==> config.mk <==
export PLATFORM = sky130hd
export DESIGN_NAME = cosmic_glue_top
export DESIGN_NICKNAME = d
export VERILOG_FILES = /design/src/cosmic_pkg.sv /design/src/dl_bus_if.sv /design/src/clock_enable_gen.sv /design/src/reset_ctrl.sv /design/src/input_mapper.sv /design/src/download_router.sv /design/src/cosmic_glue_top.sv
export SDC_FILE = /design/constraint.sdc
export NUM_CORES = 1
export LEC_CHECK = 0
export BUFFER_PORTS_ARGS = -buffer_cell sky130_fd_sc_hd__buf_2
export CORE_MARGIN = 4
export CORE_UTILIZATION = 39
export CTS_CLUSTER_SIZE = 30
export DETAILED_ROUTE_END_ITERATION = 16
export PLACE_DENSITY = 0.88
export SYNTH_ARGS = -nofsm -noshare
export SYNTH_HDL_FRONTEND = slang
export SYNTH_SLANG_ARGS = --single-unit
==> constraint.sdc <==
create_clock -name clk_sys -period 3.2 [get_ports clk_sys]
set_clock_uncertainty 0.1 [all_clocks]
set_input_delay 0.32 -clock clk_sys [delete_from_list [all_inputs] [get_ports clk_sys]]
set_output_delay 0.32 -clock clk_sys [all_outputs]
set_load 0.01 [all_outputs]
==> src/cosmic_pkg.sv <==
`default_nettype none

package cosmic_pkg;

	// Game numbers as delivered by the core_mod field
	localparam int GAME_W = 7;

	localparam logic [GAME_W-1:0] GAME_PANIC     = 7'd1;
	localparam logic [GAME_W-1:0] GAME_MAGSPOT   = 7'd2;
	localparam logic [GAME_W-1:0] GAME_ALIEN     = 7'd3;
	localparam logic [GAME_W-1:0] GAME_DEVILZONE = 7'd4;
	localparam logic [GAME_W-1:0] GAME_NML       = 7'd5;

	localparam int PORT_W = 8;

	// Download stream and program ROM widths
	localparam int DL_ADDR_W  = 25;
	localparam int DL_DATA_W  = 8;
	localparam int ROM_ADDR_W = 16;

	// Start of the sample table inside the download image
	localparam logic [DL_ADDR_W-1:0] TABLE_OFS_NML       = 25'd30720;
	localparam logic [DL_ADDR_W-1:0] TABLE_OFS_DEVILZONE = 25'd30752;
	localparam logic [DL_ADDR_W-1:0] TABLE_OFS_ALIEN     = 25'd29696;
	localparam logic [DL_ADDR_W-1:0] TABLE_OFS_DEFAULT   = 25'd26656;

	// Wave data follows straight after the table
	localparam logic [DL_ADDR_W-1:0] TABLE_LEN_NML     = 25'd192;
	localparam logic [DL_ADDR_W-1:0] TABLE_LEN_DEFAULT = 25'd128;

	// CPU enable period in clk_sys cycles, 2.7 MHz and 1.8 MHz
	localparam int DIV_FAST = 4;
	localparam int DIV_SLOW = 6;

	// One player byte, active low, seen through either cabinet layout
	typedef union packed {
		struct packed {
			logic       fire_b;
			logic [1:0] unused;
			logic       up;
			logic       down;
			logic       left;
			logic       right;
			logic       fire_a;
		} panic;
		struct packed {
			logic [4:0] unused;
			logic       left;
			logic       right;
			logic       fire_a;
		} alien;
	} player_port_u;

endpackage

`default_nettype wire

==> src/dl_bus_if.sv <==
`timescale 1ns/1ps
`default_nettype none

// Byte-wide ROM download stream, no back-pressure
interface dl_bus_if;

	logic                             download;
	logic [7:0]                       index;
	logic                             wr;
	logic [cosmic_pkg::DL_ADDR_W-1:0] addr;
	logic [cosmic_pkg::DL_DATA_W-1:0] data;

	modport source (output download, index, wr, addr, data);
	modport sink   (input download, index, wr, addr, data);

endinterface

`default_nettype wire

==> src/clock_enable_gen.sv <==
`timescale 1ns/1ps
`default_nettype none

module clock_enable_gen (
	input  wire logic                          clk_sys,
	input  wire logic                          reset_i,
	input  wire logic [cosmic_pkg::GAME_W-1:0] game_i,
	output logic                               pix_ena_o,
	output logic                               cpu_ena_o
);

	// The 7474 and 74161 dividers of the original board
	logic [1:0] pix_div;
	logic [2:0] cpu_div;
	logic       fast_game;

	// MagSpot and DevilZone run the CPU at 2.7 MHz
	assign fast_game = (game_i == cosmic_pkg::GAME_MAGSPOT) ||
		(game_i == cosmic_pkg::GAME_DEVILZONE);

	always_ff @(posedge clk_sys) begin
		if (reset_i) begin
			pix_div   <= '0;
			cpu_div   <= '0;
			pix_ena_o <= 1'b0;
			cpu_ena_o <= 1'b0;
		end else begin
			pix_div <= pix_div + 2'd1;
			if (cpu_div == 3'(cosmic_pkg::DIV_SLOW - 1))
				cpu_div <= '0;
			else
				cpu_div <= cpu_div + 3'd1;

			pix_ena_o <= pix_div[0];
			if (fast_game)
				cpu_ena_o <= (pix_div == 2'(cosmic_pkg::DIV_FAST - 1));
			else
				cpu_ena_o <= (cpu_div == 3'(cosmic_pkg::DIV_SLOW - 1));
		end
	end

endmodule

`default_nettype wire

==> src/reset_ctrl.sv <==
`timescale 1ns/1ps
`default_nettype none

module reset_ctrl (
	input  wire logic clk_sys,
	input  wire logic reset_i,
	dl_bus_if.sink    dl,
	output logic      core_reset_o
);

	logic download_d;
	logic rom_loaded;

	always_ff @(posedge clk_sys) begin
		if (reset_i) begin
			download_d   <= 1'b0;
			rom_loaded   <= 1'b0;
			core_reset_o <= 1'b1;
		end else begin
			download_d <= dl.download;

			// ROM counts as loaded once a download has ended
			if (download_d && !dl.download)
				rom_loaded <= 1'b1;

			// Hold the core while loading, through the edge detect, or with no ROM yet
			core_reset_o <= dl.download | download_d | ~rom_loaded;
		end
	end

endmodule

`default_nettype wire

==> src/input_mapper.sv <==
`timescale 1ns/1ps
`default_nettype none

// Player bits: [5] fire B, [4] fire A, [3] up, [2] down, [1] left, [0] right
module input_mapper (
	input  wire logic [cosmic_pkg::GAME_W-1:0] game_i,
	input  wire logic [15:0]                   dip_i,
	input  wire logic [5:0]                    p1_i,
	input  wire logic [5:0]                    p2_i,
	input  wire logic                          coin_i,
	input  wire logic                          start1_i,
	input  wire logic                          start2_i,
	input  wire logic                          vblank_i,
	input  wire logic [8:0]                    vcount_i,
	output logic [cosmic_pkg::PORT_W-1:0]      in0_o,
	output logic [cosmic_pkg::PORT_W-1:0]      in1_o,
	output logic [cosmic_pkg::PORT_W-1:0]      in2_o,
	output logic [cosmic_pkg::PORT_W-1:0]      dipsw1_o
);

	function automatic cosmic_pkg::player_port_u panic_port(input logic [5:0] p);
		cosmic_pkg::player_port_u u;
		u.panic.fire_b = ~p[5];
		u.panic.unused = 2'b11;
		u.panic.up     = ~p[3];
		u.panic.down   = ~p[2];
		u.panic.left   = ~p[1];
		u.panic.right  = ~p[0];
		u.panic.fire_a = ~p[4];
		return u;
	endfunction

	function automatic cosmic_pkg::player_port_u alien_port(input logic [5:0] p);
		cosmic_pkg::player_port_u u;
		u.alien.unused = 5'h1f;
		u.alien.left   = ~p[1];
		u.alien.right  = ~p[0];
		u.alien.fire_a = ~p[4];
		return u;
	endfunction

	// Top two bits carry bonus DIPs on player 1
	function automatic logic [7:0] magspot_port(input logic [5:0] p, input logic [1:0] top);
		return {top, ~p[0], 3'b111, ~p[1], 1'b1};
	endfunction

	// Four-way stick, diagonals decode to their own codes
	function automatic logic [7:0] nml_port(input logic [5:0] p);
		if (p[4])             return 8'hff;
		else if (p[3] && p[1]) return 8'hfe;
		else if (p[2] && p[1]) return 8'hfb;
		else if (p[2] && p[0]) return 8'hef;
		else if (p[3] && p[0]) return 8'hbf;
		else                   return {~p[3], 1'b1, ~p[0], 1'b1, ~p[2], 1'b1, ~p[1], 1'b1};
	endfunction

	logic [7:0] magspot_in2;
	logic [7:0] magspot_dip;

	assign magspot_in2 = {~p1_i[4], ~p2_i[4], 5'h1f, ~vblank_i};
	assign magspot_dip = {~start1_i, ~start2_i, dip_i[5:0]};

	always_comb begin
		case (game_i)
			cosmic_pkg::GAME_PANIC: begin
				in0_o    = panic_port(p1_i);
				in1_o    = panic_port(p2_i);
				in2_o    = {1'b1, ~coin_i, 4'hf, ~start2_i, ~start1_i};
				dipsw1_o = dip_i[7:0];
			end
			cosmic_pkg::GAME_MAGSPOT, cosmic_pkg::GAME_DEVILZONE: begin
				in0_o    = magspot_port(p1_i, dip_i[15:14]);
				in1_o    = magspot_port(p2_i, 2'b11);
				in2_o    = magspot_in2;
				dipsw1_o = magspot_dip;
			end
			cosmic_pkg::GAME_NML: begin
				in0_o    = nml_port(p1_i);
				in1_o    = nml_port(p2_i);
				in2_o    = magspot_in2;
				dipsw1_o = magspot_dip;
			end
			default: begin
				in0_o    = alien_port(p1_i);
				in1_o    = alien_port(p2_i);
				// Alien polls the beam position on IN2
				in2_o    = {2'b00, vcount_i[7:2]};
				dipsw1_o = magspot_dip;
			end
		endcase
	end

endmodule

`default_nettype wire

==> src/download_router.sv <==
`timescale 1ns/1ps
`default_nettype none

module download_router (
	input  wire logic                             clk_sys,
	input  wire logic                             reset_i,
	input  wire logic [cosmic_pkg::GAME_W-1:0]    game_i,
	dl_bus_if.sink                                dl,
	output logic                                  rom_wr_o,
	output logic [cosmic_pkg::ROM_ADDR_W-1:0]     rom_addr_o,
	output logic                                  table_wr_o,
	output logic [7:0]                            table_addr_o,
	output logic                                  wave_wr_o,
	output logic [cosmic_pkg::DL_ADDR_W-1:0]      wave_addr_o,
	output logic [cosmic_pkg::DL_DATA_W-1:0]      data_o
);

	logic [cosmic_pkg::DL_ADDR_W-1:0] table_start;
	logic [cosmic_pkg::DL_ADDR_W-1:0] table_len;
	logic [cosmic_pkg::DL_ADDR_W-1:0] wave_start;
	logic [cosmic_pkg::DL_ADDR_W-1:0] table_rel;
	logic                             accept;
	logic                             below_table;
	logic                             below_wave;

	// Region boundaries per game
	always_comb begin
		case (game_i)
			cosmic_pkg::GAME_NML:       table_start = cosmic_pkg::TABLE_OFS_NML;
			cosmic_pkg::GAME_DEVILZONE: table_start = cosmic_pkg::TABLE_OFS_DEVILZONE;
			cosmic_pkg::GAME_ALIEN:     table_start = cosmic_pkg::TABLE_OFS_ALIEN;
			default:                    table_start = cosmic_pkg::TABLE_OFS_DEFAULT;
		endcase
	end

	assign table_len = (game_i == cosmic_pkg::GAME_NML) ?
		cosmic_pkg::TABLE_LEN_NML : cosmic_pkg::TABLE_LEN_DEFAULT;
	assign wave_start = table_start + table_len;
	assign table_rel  = dl.addr - table_start;

	// Only image index 0 holds the ROM set
	assign accept      = dl.download && (dl.index == 8'd0) && dl.wr;
	assign below_table = dl.addr < table_start;
	assign below_wave  = dl.addr < wave_start;

	always_ff @(posedge clk_sys) begin
		if (reset_i) begin
			rom_wr_o   <= 1'b0;
			table_wr_o <= 1'b0;
			wave_wr_o  <= 1'b0;
		end else begin
			rom_wr_o   <= accept && below_table;
			table_wr_o <= accept && !below_table && below_wave;
			wave_wr_o  <= accept && !below_wave;
		end
	end

	always_ff @(posedge clk_sys) begin
		if (accept) begin
			rom_addr_o   <= dl.addr[cosmic_pkg::ROM_ADDR_W-1:0];
			table_addr_o <= table_rel[7:0];
			wave_addr_o  <= dl.addr - wave_start;
			data_o       <= dl.data;
		end
	end

endmodule

`default_nettype wire

==> src/cosmic_glue_top.sv <==
`timescale 1ns/1ps
`default_nettype none

module cosmic_glue_top (
	input  wire logic                             clk_sys,
	input  wire logic                             reset_i,
	input  wire logic [cosmic_pkg::GAME_W-1:0]    game_i,
	input  wire logic [15:0]                      dip_i,
	input  wire logic [5:0]                       p1_i,
	input  wire logic [5:0]                       p2_i,
	input  wire logic                             coin_i,
	input  wire logic                             start1_i,
	input  wire logic                             start2_i,
	input  wire logic                             vblank_i,
	input  wire logic [8:0]                       vcount_i,
	input  wire logic                             dl_download_i,
	input  wire logic [7:0]                       dl_index_i,
	input  wire logic                             dl_wr_i,
	input  wire logic [cosmic_pkg::DL_ADDR_W-1:0] dl_addr_i,
	input  wire logic [cosmic_pkg::DL_DATA_W-1:0] dl_data_i,
	output logic                                  pix_ena_o,
	output logic                                  cpu_ena_o,
	output logic                                  core_reset_o,
	output logic [cosmic_pkg::PORT_W-1:0]         in0_o,
	output logic [cosmic_pkg::PORT_W-1:0]         in1_o,
	output logic [cosmic_pkg::PORT_W-1:0]         in2_o,
	output logic [cosmic_pkg::PORT_W-1:0]         dipsw1_o,
	output logic                                  rom_wr_o,
	output logic [cosmic_pkg::ROM_ADDR_W-1:0]     rom_addr_o,
	output logic                                  table_wr_o,
	output logic [7:0]                            table_addr_o,
	output logic                                  wave_wr_o,
	output logic [cosmic_pkg::DL_ADDR_W-1:0]      wave_addr_o,
	output logic [cosmic_pkg::DL_DATA_W-1:0]      data_o
);

	dl_bus_if dl ();

	// Download stream onto the internal bus
	assign dl.download = dl_download_i;
	assign dl.index    = dl_index_i;
	assign dl.wr       = dl_wr_i;
	assign dl.addr     = dl_addr_i;
	assign dl.data     = dl_data_i;

	clock_enable_gen u_clock_enable_gen (
		.clk_sys   (clk_sys),
		.reset_i   (reset_i),
		.game_i    (game_i),
		.pix_ena_o (pix_ena_o),
		.cpu_ena_o (cpu_ena_o)
	);

	reset_ctrl u_reset_ctrl (
		.clk_sys      (clk_sys),
		.reset_i      (reset_i),
		.dl           (dl.sink),
		.core_reset_o (core_reset_o)
	);

	input_mapper u_input_mapper (
		.game_i   (game_i),
		.dip_i    (dip_i),
		.p1_i     (p1_i),
		.p2_i     (p2_i),
		.coin_i   (coin_i),
		.start1_i (start1_i),
		.start2_i (start2_i),
		.vblank_i (vblank_i),
		.vcount_i (vcount_i),
		.in0_o    (in0_o),
		.in1_o    (in1_o),
		.in2_o    (in2_o),
		.dipsw1_o (dipsw1_o)
	);

	download_router u_download_router (
		.clk_sys      (clk_sys),
		.reset_i      (reset_i),
		.game_i       (game_i),
		.dl           (dl.sink),
		.rom_wr_o     (rom_wr_o),
		.rom_addr_o   (rom_addr_o),
		.table_wr_o   (table_wr_o),
		.table_addr_o (table_addr_o),
		.wave_wr_o    (wave_wr_o),
		.wave_addr_o  (wave_addr_o),
		.data_o       (data_o)
	);

endmodule

`default_nettype wire

## Word-level counts from Yosys, hierarchy flattened

Index checks and enable logic that the tools add are counted.

| word-level totals | value |
|---|---|
| output and inout port bits | 95 |
| word-level logic and storage cells | 87 |
| register bits after elaboration | 70 |

| cells by class | value |
|---|---|
| muxes and demuxes | 17 |
| bitwise gates (word level) | 19 |
| add/subtract/negate cells | 5 |
| $lt $le $gt $ge | 2 |
| equality and inequality tests | 7 |
| reductions and logical operators | 23 |

Operators by type and width:

| cell | number |
|---|---|
| 8-bit 2-to-1 mux | 11 |
| 8-bit one-hot mux with 3 select lines | 2 |
| 13-bit one-hot mux with 3 select lines | 1 |
| 25-bit by 15-bit < comparator with 1-bit output | 1 |
| 25-bit < comparator | 1 |
| 25-bit subtractor | 1 |
| 1-bit NOT | 17 |
| 15-bit by 8-bit adder with 16-bit output | 1 |
| 8-bit one-hot mux with 2 select lines | 1 |
| 1-bit logical AND | 15 |
| 7-bit by 2-bit equality test with 1-bit output, second input constant | 2 |
| 7-bit by 3-bit equality test with 1-bit output, second input constant | 2 |
| 8-bit zero test | 1 |
| 8-bit subtractor | 1 |
| 7-bit by 1-bit equality test with 1-bit output, second input constant | 1 |
| 7-bit 2-to-1 mux | 1 |
| 2-bit OR reduction | 2 |
| 3-bit by 1-bit adder with 3-bit output, second input constant | 1 |
| 3-bit equality test, second input constant | 1 |
| 1-bit zero test | 3 |
| 3-bit OR reduction | 1 |
| 2-bit by 1-bit adder with 2-bit output, second input constant | 1 |
| 2-bit equality test, second input constant | 1 |
| 1-bit OR | 2 |
| 2 further kinds | 2 |

## Depth between registers and ports, before layout

Gate-level depths: netlist of run 1.

| depth | value |
|---|---|
| depth after elaboration | 7 |
| mapped depth | 13 |
| depth with buffers taken out | 12 |

## By module

From an unflattened synthesis of run 1, not the netlist that was laid out.

| unflattened totals | value |
|---|---|
| cells, all modules | 309 |
| area total of the unflattened synthesis | 3326.9 sq um |

By module, submodules not included:

| module | area each (sq um) | times used | cells each |
|---|---|---|---|
| download_router | 2338.5 | 1 | 181 |
| input_mapper | 624.3 | 1 | 94 |
| clock_enable_gen | 275.3 | 1 | 26 |
| reset_ctrl | 88.8 | 1 | 8 |

## Worst setup path before layout of run 1

OpenSTA, ideal clock, no wires.

| timing path | value |
|---|---|
| path type | in2reg |
| start | input game_i[5] in the netlist's numbering |
| end | register u_download_router.wave_addr_o[23] in the netlist's numbering (data pin) |
| setup time | 271 ps |
| data required time | 2829 ps |
| path slack | -176 ps |
| stages | 13 |
| buffers on the path | 1 |
| arrival | 3005 ps |
| cells stage by stage | or4_1 > clkbuf_1 > nor2_4 > nand3_2 > inv_2 > nor2_1 > ha_1 > fa_1 > nor2b_1 > o311ai_1 > a21oi_1 > nor4_1 > xor2_1 |

| on the way | value |
|---|---|
| word-level cells in the longest chain between the ends | 4 |

RTL lines:

| element | line | RTL |
|---|---|---|
| start: declaration | cosmic_glue_top.sv:7 | `input wire logic [cosmic_pkg::GAME_W-1:0] game_i,` |
| 7-bit by 2-bit equality test with 1-bit output (tied with other cells) | download_router.sv:28 | `case (game_i)` |
| 13-bit one-hot mux with 3 select lines or 7-bit 2-to-1 mux (tied branches) | download_router.sv:28, download_router.sv:36 |  |
| 15-bit by 8-bit adder with 16-bit output (*) | download_router.sv:38 | `assign wave_start = table_start + table_len;` |
| 25-bit subtractor (*) | download_router.sv:62 | `wave_addr_o <= dl.addr - wave_start;` |
| end signal: assignment | download_router.sv:62 |  |
| end: declaration | download_router.sv:14 | `output logic [cosmic_pkg::DL_ADDR_W-1:0] wave_addr_o,` |

Every way passes the cells marked *; elsewhere a longest branch is shown, timed or not.
A chain may end at the register's enable or synchronous reset.

## Final worst setup path of run 1

Same ends and word-level chain as after synthesis.

==> impl_metrics.ini, run 1 <==
[placed_design]
dp_hpwl_mm = 6.45
port-buffer-count = 166
dp_slack_ps = -114
gp_weighted_congestion = 0.823
placed_cell_area_um2 = 3910

[clocking]
number_of_buffers_created_by_cts = 9
clkLatencyLatePin_ps = 320
cts.clk_slew.worst_paths_ps = 70
post_cts_hold_buffer_count = 0
tritoncts = yes
clock-sinks = 59
clockRootBuffer = sky130_fd_sc_hd__clkbuf_8
cts-htree-levels = 3
cts_resized = 0
postCtsSetupRepairBufs = 0
cts-root-to-sink-buffers = 2

[synth]
synth_flop_cell = sky130_fd_sc_hd__edfxtp_1
synth_enable_flop_cells = 46
synthesis.nets = 370
avgSynthCellArea_um2 = 11.3
synth.yosys.warnings = 0
postSynth.asyncResetShare_pct = 0
ys_ff_latch = 59
synthDominantCellAreaShare_pct = 45.8
fraction_of_the_yosys_area_taken_by_sequential_cells_pct = 54.4
yosysTopAreaCell = sky130_fd_sc_hd__edfxtp_1
synth.lib_cells_used.distinct = 53
synth.top_cells.by_area = sky130_fd_sc_hd__edfxtp_1 (46%), sky130_fd_sc_hd__dfxtp_1 (8.6%), sky130_fd_sc_hd__buf_4 (4.2%)
syn_area_um2 = 3020
netlist_instances = 267

[layout]
n_antenna_cell = 0
design_area_um2 = 4120
area.growth.synth_to_final_pct = 36.5
nNetsFinal = 533
layout-drive-gt1-share_pct = 48.0

[critical_path]
critical_path.endpoint_type = flop
critPathArrivalTime_ps = 2940
ff2ff_setup_slack_ps = 2060
criticalPathCategory = in2reg
path_cells = buf_2, or4_1, nor2_4, nand3_4, inv_4, nor2_1, ha_1, fa_2, nor2b_2, o311ai_1, a21oi_2, nor4_1, xor2_1
worst-path-max-fanout = 6
timing.critical_path.slowest_stage_cell = sky130_fd_sc_hd__or4_1
crit_path_max_incr_delay_ps = 580
critPathLaunchType = input port
worst_ep_required_time_ps = 3170

[power]
sw_frac_of_total_pct = 21.9
worst_ir_drop_vdd_mv = 0.203
sequentialPowerShare_pct = 48.1
p_leak_uw = 0.00178
internal_power_uw = 1370
power.combinational.fraction_pct = 11.6
clock_power_share_pct = 40.3
p_per_area_nw_per_um2 = 425
switchingPower_uw = 384

[detailed_routing]
wl_mm = 7.87
initial_drc_count = 81
wl_per_cell_um = 14.7
dr.pass1.iters = 6
routed_via_density = 4.95
num_vias = 2644
number_of_nets_with_antenna_violations_after_detailed_routing = 0
drc = 0

[global_route]
track_usage_pct = 16.9
grt_pass1_vias = 2591
grt_antenna_before_repair = 0
global_route.overflow_total = 0
grt_first_pass_wirelength_mm = 11.7
pin_count_of_the_biggest_net_entering_global_routing = 35

[die]
initial_utilization_pct = 40.9
ios = 188
die_area_um2 = 9210
die_h_um = 96.0
rows = 31
chipWidth_um = 96.0
design.core.area_um2 = 7370

[timing]
final_hold_violations = 0
timing.final.ws_setup_ps = 230
tightest_slew_ps = 799
fin_crit_sh_pct = 92.8
fmaxAchievable_mhz = 337
slew_violations = 0
final_period_minus_worst_setup_slack_ps = 2970
grt_setup_unrepaired = no
tns_ps = 0
worst_slew_margin_rel_pct = 46.2
report.final.setup_viol = 0

[status]
status = completed

[flow_run]
timing.max_cap.violations = 0

[worst_hold_path]
hp_class = in2reg
-- cell families after synthesis --
kind of cell | synth area share [%]
flops | 54.4
buf+inv | 6.88
xor+xnor | 5.52
fa+ha+maj | 4.40
simple gates | 18.4
compound gates | 10.1
mux | 0.332
-- registers in the layout (all words and copies together) (netlist names), 2 cells and up --
register	count
u_download_router.table_addr_o	8
u_download_router.rom_addr_o	11
u_download_router.data_o	8
u_download_router.wave_addr_o	19
u_clock_enable_gen.cpu_div	3
u_clock_enable_gen.pix_div	2
-- routing by layer --
layer	global-route usage, %	part of all wire (%)	vias up
met5	0	0	-
met4	7.82	2.3	0
met3	5.47	10	15
met2	32.5	51	136
met1	16.0	36	1207
li1	-	-	1286
-- synth_stat cells, types with 4 or more instances --
master / count
sky130_fd_sc_hd__o21ai_0: 11
sky130_fd_sc_hd__a21o_1: 4
sky130_fd_sc_hd__xor2_1: 11
sky130_fd_sc_hd__xnor2_1: 8
sky130_fd_sc_hd__nor3b_1: 5
sky130_fd_sc_hd__nor4_1: 4
sky130_fd_sc_hd__nor2_1: 26
sky130_fd_sc_hd__or2_2: 5
sky130_fd_sc_hd__buf_4: 17
sky130_fd_sc_hd__a21oi_1: 7
sky130_fd_sc_hd__nand2_1: 8
sky130_fd_sc_hd__clkbuf_1: 6
sky130_fd_sc_hd__nand3_1: 9
sky130_fd_sc_hd__edfxtp_1: 46
sky130_fd_sc_hd__nor2b_1: 6
sky130_fd_sc_hd__inv_1: 13
sky130_fd_sc_hd__dfxtp_1: 13
sky130_fd_sc_hd__and2_1: 5
sky130_fd_sc_hd__nor3_1: 5
sky130_fd_sc_hd__ha_1: 9
-- critical path, delay by kind of cell --
family	cells	cell delay, ps
and+or+nand+nor	6	1190
adders and majority gates	2	590
AOI/OAI and AO/OA	2	500
buffers and inverters	2	170
xor gates and xnor gates	1	160
-- through the flow --
stage / hold slack, ps / utilization [%] / std cells / power, µW
2_1_floorplan: 313 / - / 267 / 967
3_3_place_gp: 322 / 53.1 / 518 / 1050
3_5_place_dp: 341 / 53.1 / 518 / 1060
4_1_cts: 45.2 / 55.9 / 534 / 1770
5_1_grt: 35.1 / 55.9 / 534 / 1840
6_report: 65.8 / 55.9 / 534 / 1750
-- final timing paths --
path / startpoint / end / cells past startpoint
max: game_i[5] / u_download_router.wave_addr_o[23] / 13
min reg2reg: u_clock_enable_gen.pix_div[0] / u_clock_enable_gen.pix_div[0] / 1
min: dl_addr_i[2] / u_download_router.table_addr_o[2] / 1
max reg2reg: u_reset_ctrl.download_d / u_reset_ctrl.core_reset_o / 1
-- power by group through the flow --
stage / Sequential [µW] / Clock (µW) / Combinational (µW)
final: 842 / 705 / 202
after global placement: 857 / 0 / 195
after floorplan: 858 / 0 / 109
after CTS: 842 / 727 / 204
after detailed placement: 858 / 0 / 202
after global routing: 842 / 768 / 227
-- cell type report --
type,instances,area [µm²]
Timing Repair Buffer,176,906
Inverter,14,55.1
Sequential cell,59,1640
Fill cell,646,3250
Multi-Input combinational cell,170,1180
Tap cell,99,124
Clock inverter,6,80.1
Clock buffer,10,128
-- cells in the final DEF, fill, tap and decap left out, types with 4 or more instances in the layout --
cell                       instances
sky130_fd_sc_hd__a21o_1            4
sky130_fd_sc_hd__a21oi_1           6
sky130_fd_sc_hd__nor2_1           26
sky130_fd_sc_hd__buf_2           166
sky130_fd_sc_hd__nor3b_1           5
sky130_fd_sc_hd__dfxtp_1          13
sky130_fd_sc_hd__ha_1              9
sky130_fd_sc_hd__nor4_1            4
sky130_fd_sc_hd__buf_4            10
sky130_fd_sc_hd__nor3_1            5
sky130_fd_sc_hd__xnor2_1           8
sky130_fd_sc_hd__nor2b_1           5
sky130_fd_sc_hd__o21ai_0          11
sky130_fd_sc_hd__xor2_1           11
sky130_fd_sc_hd__nand2_1           8
sky130_fd_sc_hd__edfxtp_1         46
sky130_fd_sc_hd__inv_1            12
sky130_fd_sc_hd__clkbuf_8          9
sky130_fd_sc_hd__and2_1            5
sky130_fd_sc_hd__nand3_1           9
sky130_fd_sc_hd__or2_2             5
No activity file was read; power rests on OpenSTA's default activity.
==> run 2, diff against run 1 <==
CORE_UTILIZATION = 40   (was 39)
SYNTH_HIERARCHICAL = 1   (was not set)
==> impl_metrics.ini, run 2 <==
[status]
status = completed

[die]
rows = 33
ios = 188
initial_utilization_pct = 40.9
design.core.area_um2 = 8130
die_h_um = 99.2
chipWidth_um = 99.2
die_area_um2 = 9840

[global_route]
track_usage_pct = 18.9
grt_util_met2_pct = 33.8
globalRouteMet1Util_pct = 21.1
groute.layer.met3.usage_pct = 5.89
grt_antenna_before_repair = 0
pin_count_of_the_biggest_net_entering_global_routing = 30
global_route.overflow_total = 0
grt_first_pass_wirelength_mm = 14.8
grt_pass1_vias = 3097
top_usage_layer = met2

[detailed_routing]
number_of_nets_with_antenna_violations_after_detailed_routing = 0
wl_mm = 9.26
wl_per_cell_um = 15.9
dr.pass1.iters = 4
drc = 0
num_vias = 3030
routed_via_density = 5.20
initial_drc_count = 93

[synth]
synthDominantCellAreaShare_pct = 41.5
yosysTopAreaCell = sky130_fd_sc_hd__edfxtp_1
postSynth.asyncResetShare_pct = 0
synth.top_cells.by_area = sky130_fd_sc_hd__edfxtp_1 (42%), sky130_fd_sc_hd__dfxtp_1 (7.8%), sky130_fd_sc_hd__buf_4 (3.8%)
syn_area_um2 = 3330
synth_top_cells_by_count = sky130_fd_sc_hd__edfxtp_1 (46), sky130_fd_sc_hd__buf_4 (17), sky130_fd_sc_hd__nand2_1 (17), sky130_fd_sc_hd__nor3_1 (16)
synth_enable_flop_cells = 46
synth_flop_cell = sky130_fd_sc_hd__edfxtp_1
netlist_instances = 309
synth.yosys.warnings = 6
yosys.area_share.xor_xnor_pct = 4.21
multiplexer_share_of_the_synthesized_area_pct = 0.602
synth_top_family_by_area = simple AND/OR/NAND/NOR gates
yosys.cell_count.top_type = sky130_fd_sc_hd__edfxtp_1
ys_ff_latch = 59
synth_fa_ha_area_share_pct = 3.99
avgSynthCellArea_um2 = 10.8
fraction_of_the_yosys_area_taken_by_sequential_cells_pct = 49.3
synthesis.nets = 412
synth_compound_area_share_pct = 14.2
synthSimpleGateAreaFrac_pct = 21.1
synth.lib_cells_used.distinct = 61

[timing]
tightest_slew_ps = 642
final_period_minus_worst_setup_slack_ps = 3010
fmaxAchievable_mhz = 333
worst_slew_margin_rel_pct = 56.9
report.final.setup_viol = 0
tns_ps = 0
hold_ws_ps = 55.8
final_hold_violations = 0
grt_setup_unrepaired = no
slew_violations = 0
fin_crit_sh_pct = 94.0

[clocking]
cts-root-to-sink-buffers = 2
clockRootBuffer = sky130_fd_sc_hd__clkbuf_8
number_of_buffers_created_by_cts = 9
post_cts_hold_buffer_count = 0
tritoncts = yes
cts_resized = 0
clock-sinks = 59
cts.clk_slew.worst_paths_ps = 80
cts-htree-levels = 3
clkLatencyLatePin_ps = 330
postCtsSetupRepairBufs = 0

[power]
clock_power_share_pct = 41.9
worst_ir_drop_vdd_mv = 0.185
switchingPower_uw = 431
p_leak_uw = 0.00191
sw_frac_of_total_pct = 23.2
p_per_area_nw_per_um2 = 417
power.combinational.fraction_pct = 12.8
sequentialPowerShare_pct = 45.4
internal_power_uw = 1420

[layout]
layout_commonest_cell = sky130_fd_sc_hd__buf_2
layout.cells.most_common_list = sky130_fd_sc_hd__buf_2 (166), sky130_fd_sc_hd__edfxtp_1 (46), sky130_fd_sc_hd__nand2_1 (17)
nNetsFinal = 576
reg.largest.list = u_download_router/wave_addr_o (19), u_download_router/rom_addr_o (16), u_download_router/data_o (8)
layout-drive-gt1-share_pct = 44.8
area.growth.synth_to_final_pct = 33.6
regMostFlops = u_download_router/wave_addr_o
largest_reg_flops = 19
n_antenna_cell = 0
post-route-util_pct = 54.6

[critical_path]
worst-path-max-fanout = 3
critPathArrivalTime_ps = 2980
critPathLaunchType = input port
critical_path.endpoint_type = flop
crit_path_max_incr_delay_ps = 530
critical-path-top-delay-family = simple AND/OR/NAND/NOR gates
worst_ep_required_time_ps = 3170
timing.critical_path.buf_inv = 2
criticalPathCategory = in2reg
timing.critical_path.slowest_stage_cell = sky130_fd_sc_hd__or4_1
path_cells = buf_2, nor4_1, buf_4, and2_1, o21ai_0, ha_1, fa_1, nand2b_1, a21oi_1, nor3_1, or4_1

[placed_design]
dp_hpwl_mm = 7.41
gp_weighted_congestion = 0.873
port-buffer-count = 166

[worst_hold_path]
hp_class = in2reg

[flow_run]
timing.max_cap.violations = 0
==> run 2: changes by cell type after synthesis, sizes merged, moves of 3 or more <==
cell / delta
or2: +3
nor2: -18
nor3: +10
a21oi: +8
o211ai: +4
o21ai: +5
nand2b: +4
nor4: +4
nor2b: +6
nand2: +8
nand3: -6
buf: +3
==> run 2: final timing paths <==
kind	start	end	slack [ps]	cells past startpoint
worst max-delay path	game_i[3]	u_download_router/wave_addr_o[17]	190	11
worst min-delay path	dl_addr_i[1]	u_download_router/rom_addr_o[1]	60	1
worst max register to register	u_clock_enable_gen/cpu_div[0]	u_clock_enable_gen/cpu_ena_o	2040	4
worst min register to register	u_reset_ctrl/download_d	u_reset_ctrl/core_reset_o	350	1
==> run 2: kinds of logic (layout without fill, tap and decap cells) <==
kind of cell,after synthesis,in the layout
and+or+nand+nor,113,113
AOI/OAI and AO/OA,69,69
DFF,59,59
buffers and inverters,40,209
xor gates and xnor gates,16,16
adders and majority gates,10,10
muxes,2,2
==> run 2: area by class of cell <==
class | count | area, µm²
clock buffers | 12 | 155
clock inverters | 4 | 72.6
fillers | 737 | 3690
inverters | 15 | 56.3
multi-input cells | 210 | 1470
flip-flops and latches | 59 | 1640
well taps | 105 | 131
repair buffers | 178 | 921
==> run 2: power groups by stage <==
stage                     Clock, µW  Sequential, µW  Combinational, µW
after detailed placement          0             858                237
after global placement            0             858                230
after floorplan                   0             859                126
after global routing            831             842                265
after CTS                       795             842                238
final                           776             842                237
==> run 2: metrics by stage <==
step / power [µW] / instances / instance area [µm²] / setup slack (ps)
3_5_place_dp: 1100 / 567 / 4220 / -117
2_1_floorplan: 984 / 309 / 3330 / 341
4_1_cts: 1870 / 583 / 4440 / 221
5_1_grt: 1940 / 583 / 4440 / 115
6_report: 1850 / 583 / 4440 / 193
3_3_place_gp: 1090 / 567 / 4220 / -84.3
==> run 2: routing by layer <==
metal,share of wire (%),vias up
li1,-,1470
met1,38,1385
met2,49,157
met3,11,18
met4,2.0,0
met5,0,-
==> run 3, diff against run 2 <==
CORE_UTILIZATION = 47   (was 40)
PLACE_DENSITY = 0.95   (was 0.88)
clock period = 3.7 ns   (was 3.2 ns; I/O delays follow)
==> impl_metrics.ini, run 3 (synthesized netlist as in run 2, its figures left out) <==
[power]
clock_power_share_pct = 41.4
total_power_uw = 1580
p_per_area_nw_per_um2 = 364
p_leak_uw = 0.00186
switchingPower_uw = 388
power.combinational.fraction_pct = 12.7
worst_ir_drop_vdd_mv = 0.172
sw_frac_of_total_pct = 24.5
sequentialPowerShare_pct = 46.0
internal_power_uw = 1200

[detailed_routing]
routed_via_density = 5.56
dr.pass1.iters = 5
drc = 0
number_of_nets_with_antenna_violations_after_detailed_routing = 0
wl_mm = 9.64
num_vias = 3138
initial_drc_count = 123
wl_per_cell_um = 17.1

[timing]
timing.final.ws_setup_ps = 545
fin_crit_sh_pct = 85.3
grt_setup_unrepaired = no
final_hold_violations = 0
final_period_minus_worst_setup_slack_ps = 3160
tightest_slew_ps = 936
report.final.setup_viol = 0
fmaxAchievable_mhz = 317
slew_violations = 0
tns_ps = 0
worst_slew_margin_rel_pct = 37.5

[placed_design]
dp_slack_ps = 280
port-buffer-count = 166
dp_hpwl_mm = 7.50
placed_cell_area_um2 = 4130
gp_weighted_congestion = 0.872

[worst_hold_path]
hold_end = u_download_router/rom_addr_o[4]
holdCritStartpoint = dl_addr_i[4]
hp_class = in2reg
hold_depth = 1

[global_route]
global_route.overflow_total = 0
grt_first_pass_wirelength_mm = 14.6
grt_pass1_vias = 3030
grt_antenna_before_repair = 1
pin_count_of_the_biggest_net_entering_global_routing = 47
track_usage_pct = 21.9

[die]
die_h_um = 92.1
ios = 188
die_area_um2 = 8490
rows = 30
design.core.area_um2 = 6830
initial_utilization_pct = 48.7
chipWidth_um = 92.1

[layout]
layout-drive-gt1-share_pct = 43.6
register_area_um2 = 1640
n_antenna_cell = 0
design_area_um2 = 4350
nNetsFinal = 566
layout_commonest_cell = sky130_fd_sc_hd__buf_2
area.growth.synth_to_final_pct = 30.8
reg.largest.list = u_download_router/wave_addr_o (19), u_download_router/rom_addr_o (16), u_download_router/data_o (8)
fillCellCount = 547
largest_reg_flops = 19
layout.cells.most_common_list = sky130_fd_sc_hd__buf_2 (166), sky130_fd_sc_hd__edfxtp_1 (46), sky130_fd_sc_hd__nand2_1 (17)
multiInputGateArea_um2 = 1470
regMostFlops = u_download_router/wave_addr_o

[clocking]
cts-htree-levels = 3
cts_resized = 0
clock-sinks = 59
post_cts_hold_buffer_count = 0
tritoncts = yes
clockRootBuffer = sky130_fd_sc_hd__clkbuf_8
cts-root-to-sink-buffers = 2
clkLatencyLatePin_ps = 340
cts.clk_slew.worst_paths_ps = 70
postCtsSetupRepairBufs = 0
number_of_buffers_created_by_cts = 9

[critical_path]
critical-path-top-delay-family = simple AND/OR/NAND/NOR gates
crit_path_max_incr_delay_ps = 520
ff2ff_setup_slack_ps = 2580
rr_worst_depth = 4
worst_reg2reg_path_startpoint = u_clock_enable_gen/cpu_div[0]
worst_ep_required_time_ps = 3680
worstSetupPathDepth = 10
r2r-end = u_clock_enable_gen/cpu_ena_o
worst-path-max-fanout = 4
criticalPathCategory = in2reg
path_cells = buf_2, nor4_1, and2_1, o21ai_0, ha_1, fa_1, nand2b_1, a21oi_1, nor3_1, or4_1
critical_path.endpoint_type = flop
timing.critical_path.buf_inv = 1
critPathLaunchType = input port
critPathArrivalTime_ps = 3130
timing.critical_path.slowest_stage_cell = sky130_fd_sc_hd__or4_1

[flow_run]
timing.max_cap.violations = 0

[status]
status = completed
-- run 3: routing by layer --
metal / up-vias / track usage, % / part of all wire, %
li1: 1460 / - / -
met1: 1441 / 21.4 / 35
met2: 204 / 42.0 / 53
met3: 31 / 6.32 / 10
met4: 2 / 10.0 / 2.3
met5: - / 0 / 0.083
-- run 3: worst max path at each step --
stage                         start                           endpoint  slack [ps]
final                     game_i[3]  u_download_router/wave_addr_o[17]         540
after global routing      game_i[3]  u_download_router/wave_addr_o[17]         410
after CTS                 game_i[3]  u_download_router/wave_addr_o[17]         630
after detailed placement  game_i[3]  u_download_router/wave_addr_o[17]         280
after global placement    game_i[3]  u_download_router/wave_addr_o[17]         430
after floorplan           game_i[3]  u_download_router/wave_addr_o[17]         790
-- run 3: per-stage QoR --
stage                     util, %  std cells  hold WS (ps)
after floorplan                 -        309           308
after global placement       60.5        548           327
after detailed placement     60.5        548           339
after CTS                    63.7        564          88.8
after global routing         63.7        564          93.1
final                        63.7        564           100
-- run 3: cell type report --
type	count	share of cell area [%]
clock buffers	9	2.85
clock inverters	7	2.27
inverters	15	1.29
multi-input cells	210	33.7
flip-flops and latches	59	37.7
well taps	96	2.76
repair buffers	168	19.4
-- run 3: power groups by stage --
| stage | Sequential (µW) | Combinational [µW] | Clock (µW) |
|---|---|---|---|
| 3_3_place_gp | 742 | 188 | 0 |
| 6_report | 728 | 201 | 655 |
| 4_1_cts | 728 | 199 | 664 |
| 5_1_grt | 728 | 221 | 697 |
| 2_1_floorplan | 742 | 109 | 0 |
| 3_5_place_dp | 743 | 196 | 0 |
